File: config.mk
export PLATFORM = sky130hd
export DESIGN_NAME = fetch_frontend
export DESIGN_NICKNAME = d
export VERILOG_FILES = /design/src/common/bus_pkg.sv /design/src/common/fetch_pkg.sv /design/src/fetch/fetch_buffer.sv /design/src/fetch/fetch_frontend.sv /design/src/fetch/pc_select.sv /design/src/source/fetch_hazard.sv
export SDC_FILE = /design/constraint.sdc
export NUM_CORES = 1
export LEC_CHECK = 0
export BUFFER_PORTS_ARGS = -buffer_cell sky130_fd_sc_hd__clkbuf_2
export CAP_MARGIN = 20
export CORE_MARGIN = 2
export CORE_UTILIZATION = 42
export CTS_BUF_LIST = sky130_fd_sc_hd__clkbuf_4
export DETAILED_ROUTE_END_ITERATION = 16
export GPL_TIMING_DRIVEN = 0
export HOLD_SLACK_MARGIN = 0.1
export PLACE_DENSITY_LB_ADDON = 0.25
export SYNTH_ARGS = -nofsm -noshare
export SYNTH_HDL_FRONTEND = slang
export SYNTH_HIERARCHICAL = 1
export SYNTH_SLANG_ARGS = --single-unit
File: constraint.sdc
create_clock -name clk -period 4.85 [get_ports clk]
set_input_delay 0.485 -clock clk [delete_from_list [all_inputs] [get_ports clk]]
set_output_delay 0.485 -clock clk [all_outputs]
set_load 0.05 [all_outputs]
File: src/common/bus_pkg.sv
package bus_pkg;

    // instruction bus types
    // one request carries one byte address
    // one response carries one 64-bit line

    // byte address
    // low two bits zero for a legal instruction address
    // bit 2 selects the word inside a line
    typedef logic [31:0] addr_t;

    // single instruction word
    typedef logic [31:0] word_t;

    // fetch line of two instruction words
    // lower address word sits in [31:0]
    // upper address word sits in [63:32]
    typedef logic [63:0] line_t;

endpackage

File: src/common/fetch_pkg.sv
package fetch_pkg;

    // fetch side types
    // shared by the fetch FSM and the PC logic

    // fetch step, one line per request
    localparam bus_pkg::addr_t LINE_BYTES = 32'd8;

    // credits toward the packet consumer
    // 4 bits, so at most 15 credits
    typedef logic [3:0] credit_t;

    // fetch FSM states
    typedef enum logic [1:0] {
        // a request may be presented
        FETCH_REQ   = 2'd0,
        // one request outstanding
        FETCH_WAIT  = 2'd1,
        // one request outstanding, its response is dropped
        FETCH_DRAIN = 2'd2
    } fetch_state_t;

endpackage

File: src/fetch/fetch_buffer.sv
`timescale 1ns/1ns

module fetch_buffer (
    input  logic           clk,
    input  logic           reset,
    input  bus_pkg::addr_t pc,
    input  logic           fire,
    input  logic           addr_error,
    input  logic           line_ok,
    input  logic           discard,
    input  bus_pkg::line_t iresp_data,
    output logic           pkt_valid,
    output bus_pkg::addr_t pkt_pc,
    output bus_pkg::word_t pkt_instr0,
    output bus_pkg::word_t pkt_instr1,
    output logic           pkt_slot1_valid,
    output logic           pkt_addr_error
);

    // pc of the outstanding request
    bus_pkg::addr_t req_pc;

    // the two words of the returned line
    bus_pkg::word_t word_lo;
    bus_pkg::word_t word_hi;

    // response that becomes a packet
    logic line_keep;

    assign word_lo   = iresp_data[31:0];
    assign word_hi   = iresp_data[63:32];
    assign line_keep = line_ok & ~discard;

    // capture the request pc when it is consumed
    // the pc register has moved on by the time the line returns
    always_ff @(posedge clk) begin
        if (fire) begin
            req_pc <= pc;
        end
    end

    // packet qualifiers
    always_ff @(posedge clk) begin
        if (reset) begin
            pkt_valid       <= 1'b0;
            pkt_slot1_valid <= 1'b0;
            pkt_addr_error  <= 1'b0;
        end else begin
            // one packet per kept line or per misaligned pc
            pkt_valid       <= line_keep | addr_error;
            // second slot only for an 8-byte aligned pc
            pkt_slot1_valid <= line_keep & ~req_pc[2];
            pkt_addr_error  <= addr_error;
        end
    end

    // packet payload
    always_ff @(posedge clk) begin
        if (addr_error) begin
            // misaligned pc carries no instructions
            pkt_pc     <= pc;
            pkt_instr0 <= '0;
            pkt_instr1 <= '0;
        end else if (line_keep) begin
            pkt_pc <= req_pc;
            if (req_pc[2]) begin
                // odd word, only the upper half belongs to this pc
                pkt_instr0 <= word_hi;
                pkt_instr1 <= '0;
            end else begin
                pkt_instr0 <= word_lo;
                pkt_instr1 <= word_hi;
            end
        end else if (line_ok) begin
            // stale line leaves no words behind
            pkt_instr0 <= '0;
            pkt_instr1 <= '0;
        end
    end

endmodule

File: src/fetch/fetch_frontend.sv
`timescale 1ns/1ns

module fetch_frontend #(
    parameter int unsigned    credits      = 4,
    parameter bus_pkg::addr_t reset_vector = 32'hbfc0_0000
) (
    input  logic           clk,
    input  logic           reset,

    // instruction bus
    output logic           ireq_valid,
    output bus_pkg::addr_t ireq_addr,
    input  logic           ireq_addr_ok,
    input  logic           iresp_data_ok,
    input  bus_pkg::line_t iresp_data,

    // redirects
    input  logic           exc_valid,
    input  bus_pkg::addr_t exc_target,
    input  logic           branch_valid,
    input  bus_pkg::addr_t branch_target,

    // packets toward the consumer
    output logic           pkt_valid,
    output bus_pkg::addr_t pkt_pc,
    output bus_pkg::word_t pkt_instr0,
    output bus_pkg::word_t pkt_instr1,
    output logic           pkt_slot1_valid,
    output logic           pkt_addr_error,

    // one pulse per freed packet slot
    input  logic           credit_return
);

    // current fetch pc
    bus_pkg::addr_t pc;

    // fetch control between the blocks
    logic stall;
    logic fire;
    logic discard;
    logic addr_error;
    logic line_ok;

    // the pc is the bus address
    assign ireq_addr = pc;

    pc_select #(
        .reset_vector (reset_vector)
    ) i_pc_select (
        .clk           (clk),
        .reset         (reset),
        .stall         (stall),
        .fire          (fire),
        .exc_valid     (exc_valid),
        .exc_target    (exc_target),
        .branch_valid  (branch_valid),
        .branch_target (branch_target),
        .pc            (pc)
    );

    fetch_hazard #(
        .credits (credits)
    ) i_fetch_hazard (
        .clk           (clk),
        .reset         (reset),
        .pc            (pc),
        .ireq_addr_ok  (ireq_addr_ok),
        .iresp_data_ok (iresp_data_ok),
        .credit_return (credit_return),
        .exc_valid     (exc_valid),
        .branch_valid  (branch_valid),
        .ireq_valid    (ireq_valid),
        .stall         (stall),
        .fire          (fire),
        .discard       (discard),
        .addr_error    (addr_error),
        .line_ok       (line_ok)
    );

    fetch_buffer i_fetch_buffer (
        .clk             (clk),
        .reset           (reset),
        .pc              (pc),
        .fire            (fire),
        .addr_error      (addr_error),
        .line_ok         (line_ok),
        .discard         (discard),
        .iresp_data      (iresp_data),
        .pkt_valid       (pkt_valid),
        .pkt_pc          (pkt_pc),
        .pkt_instr0      (pkt_instr0),
        .pkt_instr1      (pkt_instr1),
        .pkt_slot1_valid (pkt_slot1_valid),
        .pkt_addr_error  (pkt_addr_error)
    );

endmodule

File: src/fetch/pc_select.sv
`timescale 1ns/1ns

module pc_select #(
    parameter bus_pkg::addr_t reset_vector = 32'hbfc0_0000
) (
    input  logic           clk,
    input  logic           reset,
    input  logic           stall,
    input  logic           fire,
    input  logic           exc_valid,
    input  bus_pkg::addr_t exc_target,
    input  logic           branch_valid,
    input  bus_pkg::addr_t branch_target,
    output bus_pkg::addr_t pc
);

    // redirects held while the pc sits on the bus
    bus_pkg::addr_t exc_hold;
    bus_pkg::addr_t branch_hold;
    logic           exc_saved;
    logic           branch_saved;

    // next pc candidates
    bus_pkg::addr_t pc_seq;
    bus_pkg::addr_t pc_next;
    logic           redirect;
    logic           pc_load;

    assign redirect = exc_valid | branch_valid;

    // sequential fetch
    // round down to the line, then one line further
    // an odd-word pc also lands on the next line
    assign pc_seq = {pc[31:3], 3'b000} + fetch_pkg::LINE_BYTES;

    // saved flags
    // set while stalled, cleared once the pc moves again
    always_ff @(posedge clk) begin
        if (reset) begin
            exc_saved    <= 1'b0;
            branch_saved <= 1'b0;
        end else if (stall) begin
            if (exc_valid) begin
                exc_saved <= 1'b1;
            end
            if (branch_valid) begin
                branch_saved <= 1'b1;
            end
        end else begin
            exc_saved    <= 1'b0;
            branch_saved <= 1'b0;
        end
    end

    // saved targets
    // a later redirect of the same kind replaces the earlier one
    always_ff @(posedge clk) begin
        if (stall && exc_valid) begin
            exc_hold <= exc_target;
        end
        if (stall && branch_valid) begin
            branch_hold <= branch_target;
        end
    end

    // next pc by priority
    // exception first, live before saved
    // a saved exception still beats a newer branch
    always_comb begin
        if (exc_valid) begin
            pc_next = exc_target;
        end else if (exc_saved) begin
            pc_next = exc_hold;
        end else if (branch_valid) begin
            pc_next = branch_target;
        end else if (branch_saved) begin
            pc_next = branch_hold;
        end else begin
            pc_next = pc_seq;
        end
    end

    // pc moves when consumed
    // a redirect also moves it at once unless it is held on the bus
    assign pc_load = fire | (redirect & ~stall);

    // pc register
    always_ff @(posedge clk) begin
        if (reset) begin
            pc <= reset_vector;
        end else if (pc_load) begin
            pc <= pc_next;
        end
    end

endmodule

File: src/source/fetch_hazard.sv
`timescale 1ns/1ns

module fetch_hazard #(
    parameter int unsigned credits = 4
) (
    input  logic           clk,
    input  logic           reset,
    input  bus_pkg::addr_t pc,
    input  logic           ireq_addr_ok,
    input  logic           iresp_data_ok,
    input  logic           credit_return,
    input  logic           exc_valid,
    input  logic           branch_valid,
    output logic           ireq_valid,
    output logic           stall,
    output logic           fire,
    output logic           discard,
    output logic           addr_error,
    output logic           line_ok
);

    fetch_pkg::fetch_state_t state;
    fetch_pkg::fetch_state_t state_next;
    fetch_pkg::credit_t      credit_cnt;

    logic running;
    logic aligned;
    logic have_credit;
    logic can_fetch;
    logic redirect;
    logic redirect_held;
    logic stale;
    logic accept;
    logic resp_drop;

    assign redirect    = exc_valid | branch_valid;
    assign aligned     = (pc[1:0] == 2'b00);
    assign have_credit = (credit_cnt != '0);

    // first cycle after reset stays idle
    assign can_fetch = running & (state == fetch_pkg::FETCH_REQ) & have_credit;

    // bus request only for a word-aligned pc
    assign ireq_valid = can_fetch & aligned;
    assign accept     = ireq_valid & ireq_addr_ok;

    // misaligned pc turns into an error packet
    // skipped when a redirect replaces the pc in the same cycle
    assign addr_error = can_fetch & ~aligned & ~redirect;

    assign fire = accept | addr_error;

    // pc held on the bus until the address is taken
    assign stall = ireq_valid & ~ireq_addr_ok;

    // redirect seen while the pc was held
    // the request that finally goes out is already stale
    always_ff @(posedge clk) begin
        if (reset) begin
            redirect_held <= 1'b0;
        end else if (stall && redirect) begin
            redirect_held <= 1'b1;
        end else if (!stall) begin
            redirect_held <= 1'b0;
        end
    end

    assign stale = redirect | redirect_held;

    // response for the outstanding request
    assign line_ok = iresp_data_ok & (state != fetch_pkg::FETCH_REQ);

    // dropped while draining, or when a redirect meets the response
    assign resp_drop = line_ok & ((state == fetch_pkg::FETCH_DRAIN) | redirect);

    // stale request at acceptance, or stale response
    assign discard = resp_drop | (accept & stale);

    // fetch FSM
    always_comb begin
        state_next = state;
        case (state)
            fetch_pkg::FETCH_REQ: begin
                if (accept) begin
                    state_next = stale ? fetch_pkg::FETCH_DRAIN : fetch_pkg::FETCH_WAIT;
                end
            end
            fetch_pkg::FETCH_WAIT: begin
                if (iresp_data_ok) begin
                    state_next = fetch_pkg::FETCH_REQ;
                end else if (redirect) begin
                    state_next = fetch_pkg::FETCH_DRAIN;
                end
            end
            fetch_pkg::FETCH_DRAIN: begin
                if (iresp_data_ok) begin
                    state_next = fetch_pkg::FETCH_REQ;
                end
            end
            default: begin
                state_next = fetch_pkg::FETCH_REQ;
            end
        endcase
    end

    always_ff @(posedge clk) begin
        if (reset) begin
            state   <= fetch_pkg::FETCH_REQ;
            running <= 1'b0;
        end else begin
            state   <= state_next;
            running <= 1'b1;
        end
    end

    // credits
    // one spent per consumed pc
    // one back per consumer pulse and per dropped response
    always_ff @(posedge clk) begin
        if (reset) begin
            credit_cnt <= fetch_pkg::credit_t'(credits);
        end else begin
            credit_cnt <= credit_cnt
                        + fetch_pkg::credit_t'(credit_return)
                        + fetch_pkg::credit_t'(resp_drop)
                        - fetch_pkg::credit_t'(fire);
        end
    end

endmodule

==> key figures, run 1 <==
Die
  • Die span in y: 158 µm
  • Starting density of the core: 42.8%
  • CORE AREA: 0.0234 mm²
  • I/O pin total: 267
  • Overall die area: 0.0251 mm²
  • Die W: 158 µm
  • Rows: 56

Layout
  • Count of nets after finishing: 1387
  • Layout area overhead: 38.8%
  • Ratio of cells with drive above 1 in the final layout: 36.2%
  • Final cell area excluding filler cells: 0.0139 mm²

Drt
  • Post-route antenna net violation count: 0
  • Number of DRC markers in iteration 0: 630
  • Wire length reported by the detailed router: 31400 µm
  • Number of detailed-route iterations in the first pass: 7
  • Vias per inst: 5.43
  • DR WL/cell: 19.5 µm
  • Remaining routing DRC violations: 0
  • Number of vias in the routed layout: 8761

Synth
  • Area fraction in and, or, nand and nor cells after synthesis: 8.98%
  • Yosys warning count: 6
  • Predominant post-synthesis flop cell: sky130_fd_sc_hd__edfxtp_1
  • Mean instance size in the synthesized netlist: 12.6 µm²
  • Post-synth design cell area: 0.0100 mm²
  • Number of flops mapped to enable cells by yosys: 128
  • Count of unique library cells instantiated by Yosys: 67
  • Post-synth net total: 933
  • Most used standard cell by instance count after synthesis: sky130_fd_sc_hd__edfxtp_1
  • Sequential share of the synthesized area: 60.2%
  • Share of Yosys cell area claimed by the top area cell type: 38.4%
  • Post-synthesis async set-or-reset flop share: 0%
  • Largest family of logic cells by synthesized area: compound AO/OA/AOI/OAI gates
  • Xor/xnor share of the synthesized area: 1.23%
  • #FFs+latches synth: 237
  • Largest cells by area after synthesis: sky130_fd_sc_hd__edfxtp_1 (38%), sky130_fd_sc_hd__dfxtp_1 (22%), sky130_fd_sc_hd__mux2i_1 (4.0%), sky130_fd_sc_hd__mux2_2 (3.7%), sky130_fd_sc_hd__a22o_1 (3.0%)
  • Top cell types by occurrence after synthesis: sky130_fd_sc_hd__edfxtp_1 (128), sky130_fd_sc_hd__dfxtp_1 (109), sky130_fd_sc_hd__nor2_1 (44)
  • Arithmetic-cell share of the synthesized area counting full adders, half adders and majority gates: 1.03%
  • Complex-gate fraction of the synthesized area: 17.5%
  • Instance count of the mapped netlist: 791
  • Post-synthesis cell type with the largest combined area: sky130_fd_sc_hd__edfxtp_1
  • Share of cell area taken by muxes after synthesis: 7.72%

GRT
  • Combined global-route utilization of all metal layers: 24.6%
  • Antenna violations before repair: 1
  • Total congestion overflow after global routing: 0
  • Largest net degree at the start of global routing: 33
  • Number of global-route vias before repair: 8601
  • Global-route wire length before repair: 47300 µm

Worst setup path
  • Origin of the worst setup path: i_fetch_hazard/credit_cnt[2]$_SDFF_PP1_
  • Critical path, cell by cell: inv_1 > ha_1 > or3b_1 > nand3_2 > nor4_2 > o21ba_2 > nor2_1 > buf_2 > buf_1 > nor3_1 > a21oi_1 > nor2_1
  • CP peak stage delay: 0.49 ns
  • Kind of end point of the critical path: flip-flop
  • Required time at the endpoint of the critical path: 5.34 ns
  • Reg2Reg Launch Point: i_fetch_hazard/credit_cnt[2]$_SDFF_PP1_
  • CP Class: flip-flop to flip-flop
  • Data arrival time of the critical path: 3.52 ns
  • Crit-path leading delay family: simple AND/OR/NAND/NOR gates
  • Slowest cell on the critical path: sky130_fd_sc_hd__buf_1
  • Most frequent CP cell: sky130_fd_sc_hd__nor2_1
  • Crit path buf inv count: 3
  • Startpoint type of the worst setup path: flip-flop
  • CP Max Fanout: 10

Clock tree
  • Cells resized by post-CTS repair: 0
  • Post-CTS Setup Bufs: 0
  • Max Root-Sink Buffers: 3
  • TritonCTS buffer count: 66
  • Clk_lat worst skew: 0.65 ns
  • CTS H-tree depth: 3
  • Cts hold-fix bufs: 118
  • Sink count of the clock tree: 237
  • CTS tree: done
  • CTS Root Cell: sky130_fd_sc_hd__clkbuf_4
  • Clock Pin Slew Worst Setup and Hold Paths: 0.06 ns

Timing
  • Worst-case clock skew: 0.0395 ns
  • Minimum period implied by the final worst setup slack: 3.03 ns
  • Worst-margin pin slew: 0.938 ns
  • Maximum clock frequency: 330 MHz
  • Final Hold Vio Count: 0
  • Final setup violation count: 0
  • Pins Over Slew Limit: 0
  • Period Utilization, post-route: 62.5%
  • Unrepaired setup endpoints after global routing: no
  • Headroom to the max-slew limit: 37.3%
  • WHS: 0.139 ns
  • Worst Slack Setup Final: 1.82 ns

Status
  • Result of the run: completed

Run
  • Max-cap viol count: 0

Power
  • Share of total power in combinational logic: 30.8%
  • IR Drop Worst-Case VDD: 0.289 mV
  • Sequential share of power: 40.5%
  • Power density of the placed cells: 481 mW/mm²
  • Switching pwr: 2.49 mW
  • Portion of total power attributed to the clock network: 28.7%
  • Switch share: 37.3%
  • Leakage power figure: 5.60 nW
  • Internal power of the cells: 4.18 mW

Place
  • Area after detailed placement: 0.0118 mm²
  • Number of I/O port buffers: 266
  • Setup WS pre-CTS: 1.78 ns
  • Sum of net half-perimeters after detailed placement: 21400 µm
  • Placer Congestion: 0.890

Worst hold path
  • Min-delay worst type: input pin to flip-flop
  • Source of the worst hold timing path: iresp_data[23]
cell type report:
type / instances / area, µm²
Sequential cell: 237 / 6030
Antenna cell: 1 / 2.50
Fill cell: 1945 / 9520
Clock inverter: 18 / 160
Clock buffer: 98 / 736
Inverter: 18 / 67.6
Timing Repair Buffer: 386 / 2550
Tap cell: 319 / 399
Multi-Input combinational cell: 482 / 3680
Buffer: 54 / 263
per-layer routing:
metal / part of all wire [%] / vias up / global-route usage [%]
met2: 47 / 461 / 39.6
met1: 41 / 4171 / 31.5
li1: - / 4058 / -
met5: 0 / - / 0
met4: 3.3 / 0 / 11.3
met3: 9.0 / 71 / 5.82
placed cells by master, fill, tap and decap left out, types with 7 or more instances in the layout:
| master | instances |
|---|---|
| sky130_fd_sc_hd__nor4_1 | 7 |
| sky130_fd_sc_hd__a22oi_1 | 10 |
| sky130_fd_sc_hd__edfxtp_1 | 128 |
| sky130_fd_sc_hd__a21oi_1 | 17 |
| sky130_fd_sc_hd__a22o_1 | 34 |
| sky130_fd_sc_hd__o2bb2ai_2 | 10 |
| sky130_fd_sc_hd__mux2i_1 | 40 |
| sky130_fd_sc_hd__mux2_2 | 33 |
| sky130_fd_sc_hd__inv_1 | 15 |
| sky130_fd_sc_hd__a221oi_1 | 8 |
| sky130_fd_sc_hd__nand3_1 | 18 |
| sky130_fd_sc_hd__o221ai_1 | 16 |
| sky130_fd_sc_hd__o21ai_0 | 26 |
| sky130_fd_sc_hd__nor2_1 | 42 |
| sky130_fd_sc_hd__clkbuf_4 | 98 |
| sky130_fd_sc_hd__clkbuf_1 | 21 |
| sky130_fd_sc_hd__xnor2_1 | 8 |
| sky130_fd_sc_hd__a221o_1 | 10 |
| sky130_fd_sc_hd__o22ai_1 | 16 |
| sky130_fd_sc_hd__clkinv_1 | 14 |
| sky130_fd_sc_hd__o2bb2ai_1 | 22 |
| sky130_fd_sc_hd__clkbuf_2 | 266 |
| sky130_fd_sc_hd__buf_2 | 24 |
| sky130_fd_sc_hd__dfxtp_1 | 109 |
| sky130_fd_sc_hd__nand2_1 | 26 |
| sky130_fd_sc_hd__nor3_1 | 24 |
| sky130_fd_sc_hd__dlygate4sd3_1 | 118 |
stage by stage:
stage | instances | power [mW] | TNS, ns | util, %
2_1_floorplan | 791 | 4.15 | 0 | -
3_3_place_gp | 1376 | 4.67 | -18.70 | 50.1
3_5_place_dp | 1378 | 4.71 | 0 | 50.4
4_1_cts | 1612 | 6.72 | 0 | 59.3
5_1_grt | 1613 | 7.00 | 0 | 59.3
6_report | 1613 | 6.68 | 0 | 59.3
flip-flops by register name, indices dropped and copies added, names as in the netlist, 2 cells and up:
signal	flops
i_fetch_buffer/pkt_pc	32
i_fetch_hazard/credit_cnt	4
i_pc_select/exc_hold	32
i_fetch_buffer/req_pc	32
i_fetch_buffer/pkt_instr0	32
i_fetch_buffer/pkt_instr1	32
i_fetch_hazard/state	2
i_pc_select/pc	32
i_pc_select/branch_hold	32
worst paths after layout:
kind                                                 to  slack [ns]  depth (start not counted)
max                      i_pc_select/pc[2]$_SDFFE_PP0P_        1.82                         12
min          i_fetch_buffer/pkt_instr0[23]$_SDFFE_PP0P_        0.14                          3
max reg2reg              i_pc_select/pc[2]$_SDFFE_PP0P_        1.82                         12
min reg2reg  i_fetch_buffer/pkt_instr0[15]$_SDFFE_PP0P_        0.46                          1
cell families after synthesis:
| family | count (synthesis) |
|---|---|
| XOR/XNOR | 14 |
| adder cells (fa/ha/maj) | 7 |
| buffers and inverters | 72 |
| multiplexers | 73 |
| AND/OR/NAND/NOR | 169 |
| AO/OA/AOI/OAI | 219 |
| flip-flops | 237 |
power groups by stage:
stage / clock network [mW] / registers (mW) / logic, mW
finish: 1.91 / 2.70 / 2.06
global route: 2.09 / 2.74 / 2.17
CTS: 1.97 / 2.69 / 2.05
detailed placement: 0 / 2.74 / 1.97
global placement: 0 / 2.73 / 1.94
floorplan: 0 / 3.54 / 0.605
worst register-to-register path: stages, from the launching register on:
cell and delay [ns]:
sky130_fd_sc_hd__dfxtp_1 0.30, sky130_fd_sc_hd__inv_1 0.05, sky130_fd_sc_hd__ha_1 0.18, sky130_fd_sc_hd__or3b_1 0.19
sky130_fd_sc_hd__nand3_2 0.19, sky130_fd_sc_hd__nor4_2 0.49, sky130_fd_sc_hd__o21ba_2 0.25, sky130_fd_sc_hd__nor2_1 0.15
sky130_fd_sc_hd__buf_2 0.26, sky130_fd_sc_hd__buf_1 0.49, sky130_fd_sc_hd__nor3_1 0.14, sky130_fd_sc_hd__a21oi_1 0.15
sky130_fd_sc_hd__nor2_1 0.06
(Power assumes the default switching activity.)
==> run 2: changes to the inputs <==
==> constraint.sdc (replaced) <==
create_clock -name clk -period 2.9 [get_ports clk]
set_input_delay 0.29 -clock clk [delete_from_list [all_inputs] [get_ports clk]]
set_output_delay 0.29 -clock clk [all_outputs]
set_load 0.05 [all_outputs]
==> run 2 against run 1 <==
Sequential power up 67%. Clock power up 57%. Die area did not move. Critical path type unchanged. Cell count grew 1.3%. Worst setup slack worse by 1.6 ns. Global-route usage grew 1.0 points. Wire length grew 4.7%. Register-to-register slack worse by 1.6 ns. Combinational power is 71% higher. Worst hold slack better by 0.15 ns.
==> key figures, run 2 (synthesized netlist as in run 1, its figures left out) <==
Power
  • Sequential share of power: 41.0% (+0.5 points)
  • Portion of total power attributed to the clock network: 27.1% (-1.6 points)
  • Internal power of the cells: 6.86 mW (+64%)
  • Leakage power figure: 5.69 nW (+1.6%)
  • Switch share: 37.8% (+0.48 points)
  • IR Drop Worst-Case VDD: 0.385 mV (+33%)
  • Power density of the placed cells: 784 mW/mm² (+63%)
  • Share of total power in combinational logic: 31.9% (+1.1 points)
  • Switching pwr: 4.17 mW (+67%)

Timing
  • WHS: 0.284 ns (+0.146 ns)
  • Headroom to the max-slew limit: 35.0% (-2.3 points)
  • Minimum period implied by the final worst setup slack: 2.70 ns (-0.333 ns)
  • Worst-margin pin slew: 0.973 ns (+0.0351 ns)
  • Period Utilization, post-route: 93.1% (+31 points)
  • Unrepaired setup endpoints after global routing: no
  • Final Hold Vio Count: 0 (unchanged)
  • Pins Over Slew Limit: 0 (unchanged)
  • Maximum clock frequency: 370 MHz (+12%)
  • Worst-case clock skew: 0.0311 ns (-0.00840 ns)
  • Final setup violation count: 0 (unchanged)

Die
  • CORE AREA: 0.0234 mm² (unchanged)
  • Rows: 56 (unchanged)
  • Die span in y: 158 µm (unchanged)
  • Starting density of the core: 42.8% (unchanged)
  • Die W: 158 µm (unchanged)
  • Overall die area: 0.0251 mm² (unchanged)
  • I/O pin total: 267 (unchanged)

Worst setup path
  • Required time at the endpoint of the critical path: 3.43 ns (-1.91 ns)
  • Origin of the worst setup path: i_fetch_hazard/credit_cnt[2]$_SDFF_PP1_
  • Data arrival time of the critical path: 3.23 ns (-0.29 ns)
  • Reg2Reg Launch Point: i_fetch_hazard/credit_cnt[2]$_SDFF_PP1_
  • CP Class: flip-flop to flip-flop
  • Kind of end point of the critical path: flip-flop
  • CP Max Fanout: 10 (unchanged)
  • Startpoint type of the worst setup path: flip-flop

Clock tree
  • Max Root-Sink Buffers: 3 (unchanged)
  • Clk_lat worst skew: 0.64 ns (about the same)
  • CTS Root Cell: sky130_fd_sc_hd__clkbuf_4
  • CTS tree: done
  • Clock Pin Slew Worst Setup and Hold Paths: 0.07 ns (about the same)
  • TritonCTS buffer count: 66 (unchanged)
  • Sink count of the clock tree: 237 (unchanged)
  • CTS H-tree depth: 3 (unchanged)

Place
  • Placer Congestion: 0.908 (+2.0%)
  • Number of I/O port buffers: 266 (unchanged)
  • Area after detailed placement: 0.0118 mm² (+0.25%)
  • Placed Instances: 1378 (unchanged)
  • Sum of net half-perimeters after detailed placement: 22100 µm (+3.1%)

GRT
  • Global-route wire length before repair: 49100 µm (+3.9%)
  • Number of global-route vias before repair: 9015 (+4.8%)
  • Antenna violations before repair: 4 (+3)
  • Largest net degree at the start of global routing: 33 (unchanged)
  • Combined global-route utilization of all metal layers: 25.6% (+1.0 points)
  • Total congestion overflow after global routing: 0 (unchanged)

Layout
  • Top library cells by usage in the layout, fill and taps aside: sky130_fd_sc_hd__clkbuf_2 (267), sky130_fd_sc_hd__dlygate4sd3_1 (135), sky130_fd_sc_hd__edfxtp_1 (128), sky130_fd_sc_hd__clkbuf_4 (108), sky130_fd_sc_hd__dfxtp_1 (107)
  • Final non-filler cell total: 1634 (+1.3%)
  • Ratio of cells with drive above 1 in the final layout: 36.5% (+0.34 points)
  • Final cell area excluding filler cells: 0.0141 mm² (+1.4%)
  • Most frequent standard cell in the layout excluding fill and tap cells: sky130_fd_sc_hd__clkbuf_2
  • Count of nets after finishing: 1407 (+1.4%)
  • Layout area overhead: 40.7%

Status
  • Result of the run: completed

Drt
  • Number of vias in the routed layout: 8941 (+2.1%)
  • Remaining routing DRC violations: 0 (unchanged)
  • Number of DRC markers in iteration 0: 693 (+10%)
  • Vias per inst: 5.47 (+0.74%)
  • Post-route antenna net violation count: 0 (unchanged)
  • Wire length reported by the detailed router: 32900 µm (+4.7%)
  • DR WL/cell: 20.1 µm (+3.4%)
  • Number of detailed-route iterations in the first pass: 5 (-2)

Run
  • Max-cap viol count: 0 (unchanged)

Worst hold path
  • Source of the worst hold timing path: exc_valid
  • Min-delay worst type: input pin to flip-flop
run 2: cell types whose count changed in the layout (fill, tap and decap cells not counted), sizes merged:
cell | before | now
clkinv | 16 | 10
inv | 15 | 16
bufinv | 3 | 0
clkbuf | 385 | 396
diode | 1 | 4
clkinvlp | 2 | 0
dlygate4sd3 | 118 | 135
run 2: repair_timing:
item | 4_1_cts | 5_1_grt
gates cloned | 0 | 0
endpoints found under the setup margin | 25 | 81
hold endpoints to repair | 164 | 0
hold buffers | 135 | 0
setup buffers | 2 | 1
gates resized for setup | 1 | 8
pin swaps | 0 | 2
run 2: per-layer routing:
metal	up-vias	track usage, %	wire [µm]
met4	0	11.3	1080
met5	-	0	0
li1	4106	-	-
met2	490	44.4	15900
met1	4258	30.1	12900
met3	87	6.56	2990
run 2: final timing paths:
| kind | endpoint | slack [ns] | cells after the start |
|---|---|---|---|
| max | i_pc_select/pc[12]$_SDFFE_PP0P_ | 0.20 | 12 |
| min reg2reg | i_fetch_buffer/pkt_instr0[22]$_SDFFE_PP0P_ | 0.46 | 1 |
| max reg2reg | i_pc_select/pc[12]$_SDFFE_PP0P_ | 0.20 | 12 |
| min | i_fetch_hazard/state[0]$_SDFFE_PP0P_ | 0.28 | 4 |
run 2: power groups by stage:
stage	sequential, mW	combinational (mW)	clock (mW)
after floorplan	5.93	1.02	0
after global placement	4.57	3.26	0
after detailed placement	4.58	3.32	0
after CTS	4.51	3.49	3.08
after global routing	4.58	3.72	3.27
final	4.52	3.52	2.99
run 2: area by class of cell:
class                           instances  area [µm²]
Multi-Input combinational cell        482        3720
Antenna cell                            4        10.0
Inverter                               18        67.6
Timing Repair Buffer                  406        2760
Clock buffer                          106         796
Buffer                                 54         270
Tap cell                              319         399
Fill cell                            1939        9330
Sequential cell                       237        6030
Clock inverter                          8        30.0
run 2: per-stage QoR:
step                      setup WS [ns]  utilization [%]  TNS, ns  total power, mW
final                             0.200             60.2        0             11.0
after global routing             0.0212             60.2        0             11.6
after CTS                       0.00762             60.0        0             11.1
after detailed placement         -0.361             50.6    -4.90             7.89
after global placement            -1.20             50.3  -104.25             7.83
after floorplan                  -0.101                -    -6.49             6.95
run 2: critical path, cell delays in order (launching register included):
cell and delay [ns]:
sky130_fd_sc_hd__dfxtp_1 0.30, sky130_fd_sc_hd__inv_1 0.05, sky130_fd_sc_hd__ha_1 0.18, sky130_fd_sc_hd__or3b_1 0.21
sky130_fd_sc_hd__nand3_4 0.14, sky130_fd_sc_hd__nor4_4 0.22, sky130_fd_sc_hd__buf_4 0.19, sky130_fd_sc_hd__o21ba_2 0.17
sky130_fd_sc_hd__nor2_1 0.15, sky130_fd_sc_hd__buf_2 0.29, sky130_fd_sc_hd__clkbuf_4 0.31, sky130_fd_sc_hd__a221oi_1 0.08
sky130_fd_sc_hd__a221oi_1 0.31
==> run 3: changes to the inputs <==
--- a/config.mk
+++ b/config.mk
@@ -7,6 +7,8 @@
 export LEC_CHECK = 0
 export BUFFER_PORTS_ARGS = -buffer_cell sky130_fd_sc_hd__clkbuf_2
 export CAP_MARGIN = 20
+export CELL_PAD_IN_SITES_DETAIL_PLACEMENT = 0
+export CELL_PAD_IN_SITES_GLOBAL_PLACEMENT = 1
 export CORE_MARGIN = 2
 export CORE_UTILIZATION = 42
 export CTS_BUF_LIST = sky130_fd_sc_hd__clkbuf_4
@@ -18,3 +20,4 @@
 export SYNTH_HDL_FRONTEND = slang
 export SYNTH_HIERARCHICAL = 1
 export SYNTH_SLANG_ARGS = --single-unit
+export TNS_END_PERCENT = 30
==> run 3 against run 2 <==
Critical path depth is the same. Die area unchanged. Clock power grew 6%. Final area rose by 0.71%. Sequential share of layout area is 0.30 points lower. Register-to-register slack worse by 0.05 ns. Global-route usage shrank 0.15 points. Worst hold slack improved by 0.033 ns. Total power rose by 1.5%.
==> key figures, run 3 (synthesized netlist as in run 1, its figures left out) <==
Worst setup path
  • Kind of end point of the critical path: flip-flop
  • Slowest cell on the critical path: sky130_fd_sc_hd__nor4_4
  • CP peak stage delay: 0.47 ns (+0.16 ns)
  • CP Max Fanout: 10 (unchanged)
  • Required time at the endpoint of the critical path: 3.46 ns (+0.03 ns)
  • Startpoint type of the worst setup path: flip-flop
  • Critical path, cell by cell: inv_1 > ha_1 > or3b_4 > nand3_4 > nor4_4 > o21ba_2 > nor2_1 > clkbuf_4 > clkbuf_4 > a221o_1 > o21ai_0 > o22ai_1
  • CP Class: flip-flop to flip-flop
  • Most frequent CP cell: sky130_fd_sc_hd__clkbuf_4
  • Data arrival time of the critical path: 3.31 ns (+0.08 ns)

GRT
  • Number of global-route vias before repair: 8677 (-3.7%)
  • Combined global-route utilization of all metal layers: 25.5% (-0.15 points)
  • Antenna violations before repair: 2 (-2)
  • Global-route wire length before repair: 48200 µm (-1.7%)
  • Largest net degree at the start of global routing: 33 (unchanged)
  • Total congestion overflow after global routing: 0 (unchanged)

Clock tree
  • CTS H-tree depth: 3 (unchanged)
  • Sink count of the clock tree: 237 (unchanged)
  • TritonCTS buffer count: 68 (+3.0%)
  • Clk_lat worst skew: 0.65 ns (about the same)
  • CTS Root Cell: sky130_fd_sc_hd__clkbuf_4
  • Clock Pin Slew Worst Setup and Hold Paths: 0.06 ns (about the same)
  • CTS tree: done
  • Max Root-Sink Buffers: 3 (unchanged)

Place
  • Placed Instances: 1379 (+0.073%)
  • Number of I/O port buffers: 266 (unchanged)
  • Sum of net half-perimeters after detailed placement: 22200 µm (+0.54%)
  • Placer Congestion: 0.887 (-2.3%)

Worst hold path
  • Min-delay worst type: input pin to flip-flop

Timing
  • Minimum period implied by the final worst setup slack: 2.75 ns (+0.0486 ns)
  • Headroom to the max-slew limit: 46.9% (+12 points)
  • Worst-case clock skew: 0.0286 ns (-0.00252 ns)
  • Final Hold Vio Count: 0 (unchanged)
  • Worst-margin pin slew: 0.789 ns (-0.184 ns)
  • Pins Over Slew Limit: 0 (unchanged)
  • Maximum clock frequency: 364 MHz (-1.8%)
  • Final setup violation count: 0 (unchanged)
  • Period Utilization, post-route: 94.8% (+1.7 points)
  • Unrepaired setup endpoints after global routing: no

Drt
  • DR WL/cell: 19.8 µm (-1.4%)
  • Remaining routing DRC violations: 0 (unchanged)
  • Number of detailed-route iterations in the first pass: 5 (unchanged)
  • Number of vias in the routed layout: 8646 (-3.3%)
  • Vias per inst: 5.26 (-3.9%)
  • Post-route antenna net violation count: 0 (unchanged)
  • Wire length reported by the detailed router: 32600 µm (-0.84%)
  • Number of DRC markers in iteration 0: 672 (-3.0%)

Layout
  • Reg area: 0.00603 mm² (unchanged)
  • Most frequent standard cell in the layout excluding fill and tap cells: sky130_fd_sc_hd__clkbuf_2
  • Top library cells by usage in the layout, fill and taps aside: sky130_fd_sc_hd__clkbuf_2 (266), sky130_fd_sc_hd__dlygate4sd3_1 (137), sky130_fd_sc_hd__edfxtp_1 (128), sky130_fd_sc_hd__clkbuf_4 (109), sky130_fd_sc_hd__dfxtp_1 (107)
  • Final non-filler cell total: 1644 (+0.61%)
  • Ratio of cells with drive above 1 in the final layout: 36.6% (+0.047 points)
  • Count of nets after finishing: 1411 (+0.28%)
  • Area occupied by multi-input gates: 0.00372 mm² (+0.10%)
  • Layout area overhead: 41.7%
  • Number of fillers in the final layout: 1958 (+0.98%)

Power
  • Power density of the placed cells: 790 mW/mm² (+0.77%)
  • IR Drop Worst-Case VDD: 0.361 mV (-6.4%)
  • Leakage power figure: 5.74 nW (+0.94%)
  • Power after layout: 11.2 mW (+1.5%)

Die
  • I/O pin total: 267 (unchanged)
  • Overall die area: 0.0251 mm² (unchanged)
  • Die W: 158 µm (unchanged)
  • Rows: 56 (unchanged)
  • CORE AREA: 0.0234 mm² (unchanged)
  • Die span in y: 158 µm (unchanged)
  • Starting density of the core: 42.8% (unchanged)

Run
  • Max-cap viol count: 0 (unchanged)

Status
  • Result of the run: completed
[run 3: report_power, final]
part           switching, mW  internal, mW  total (mW)  leakage (nW)
clock                   1.41          1.75        3.16         0.539
combinational           2.41          1.11        3.52          3.13
sequential             0.399          4.12        4.52          2.07
total                   4.22          6.98        11.2          5.74
[run 3: timing repair]
item	4_1_cts	5_1_grt
hold buffers	137	0
endpoints found under the setup margin	26	50
gates resized for setup	2	11
cloned	0	0
setup buffers	2	0
endpoints found under the hold margin	166	0
pin swaps	0	2
[run 3: final cells by class]
cell class              count  area share [%]
plain buffers              54            1.94
well taps                 319            2.82
multi-input cells         482            26.2
clock buffers             106            5.61
inverters                  18           0.477
clock inverters            18           0.662
flip-flops and latches    237            42.5
diodes                      2          0.0353
repair buffers            408            19.7
[run 3: final timing paths]
check                                                           startpoint                                    endpoint  slack (ns)  depth (start not counted)
worst min register to register  i_fetch_buffer/pkt_instr0[19]$_SDFFE_PP0P_  i_fetch_buffer/pkt_instr0[19]$_SDFFE_PP0P_        0.46                          1
worst min-delay path                                             exc_valid   i_fetch_hazard/redirect_held$_SDFFE_PP0P_        0.32                          3
worst max-delay path               i_fetch_hazard/credit_cnt[2]$_SDFF_PP1_             i_pc_select/pc[14]$_SDFFE_PP0P_        0.15                         12
worst max register to register     i_fetch_hazard/credit_cnt[2]$_SDFF_PP1_             i_pc_select/pc[14]$_SDFFE_PP0P_        0.15                         12
[run 3: routing by layer]
metal  part of all wire, %  GRT usage [%]  up-vias
met5                     0              0        -
met4                   2.8           10.4        0
met3                   8.2           6.34       70
met2                    48           43.1      415
met1                    41           31.3     4033
li1                      -              -     4128
[run 3: through the flow]
| step | TNS (ns) | utilization (%) | hold slack [ns] | worst slack (ns) | area, µm² |
|---|---|---|---|---|---|
| finish | 0 | 60.6 | 0.318 | 0.151 | 14200 |
| detailed placement | -3.99 | 50.7 | 0.447 | -0.320 | 11900 |
| global route | 0 | 60.6 | 0.290 | 0.00102 | 14200 |
| CTS | 0 | 60.4 | 0.241 | 0.0655 | 14100 |
| global placement | -112.51 | 50.3 | 0.445 | -1.34 | 11800 |
| floorplan | -6.49 | - | 0.355 | -0.101 | 10000 |
[run 3: critical path: cells and delay by family (launching register included)]
family,cells,cell delay [ns]
AOI/OAI and AO/OA,4,0.63
adders and majority gates,1,0.18
buffers and inverters,3,0.57
DFF,1,0.31
and+or+nand+nor,4,0.98
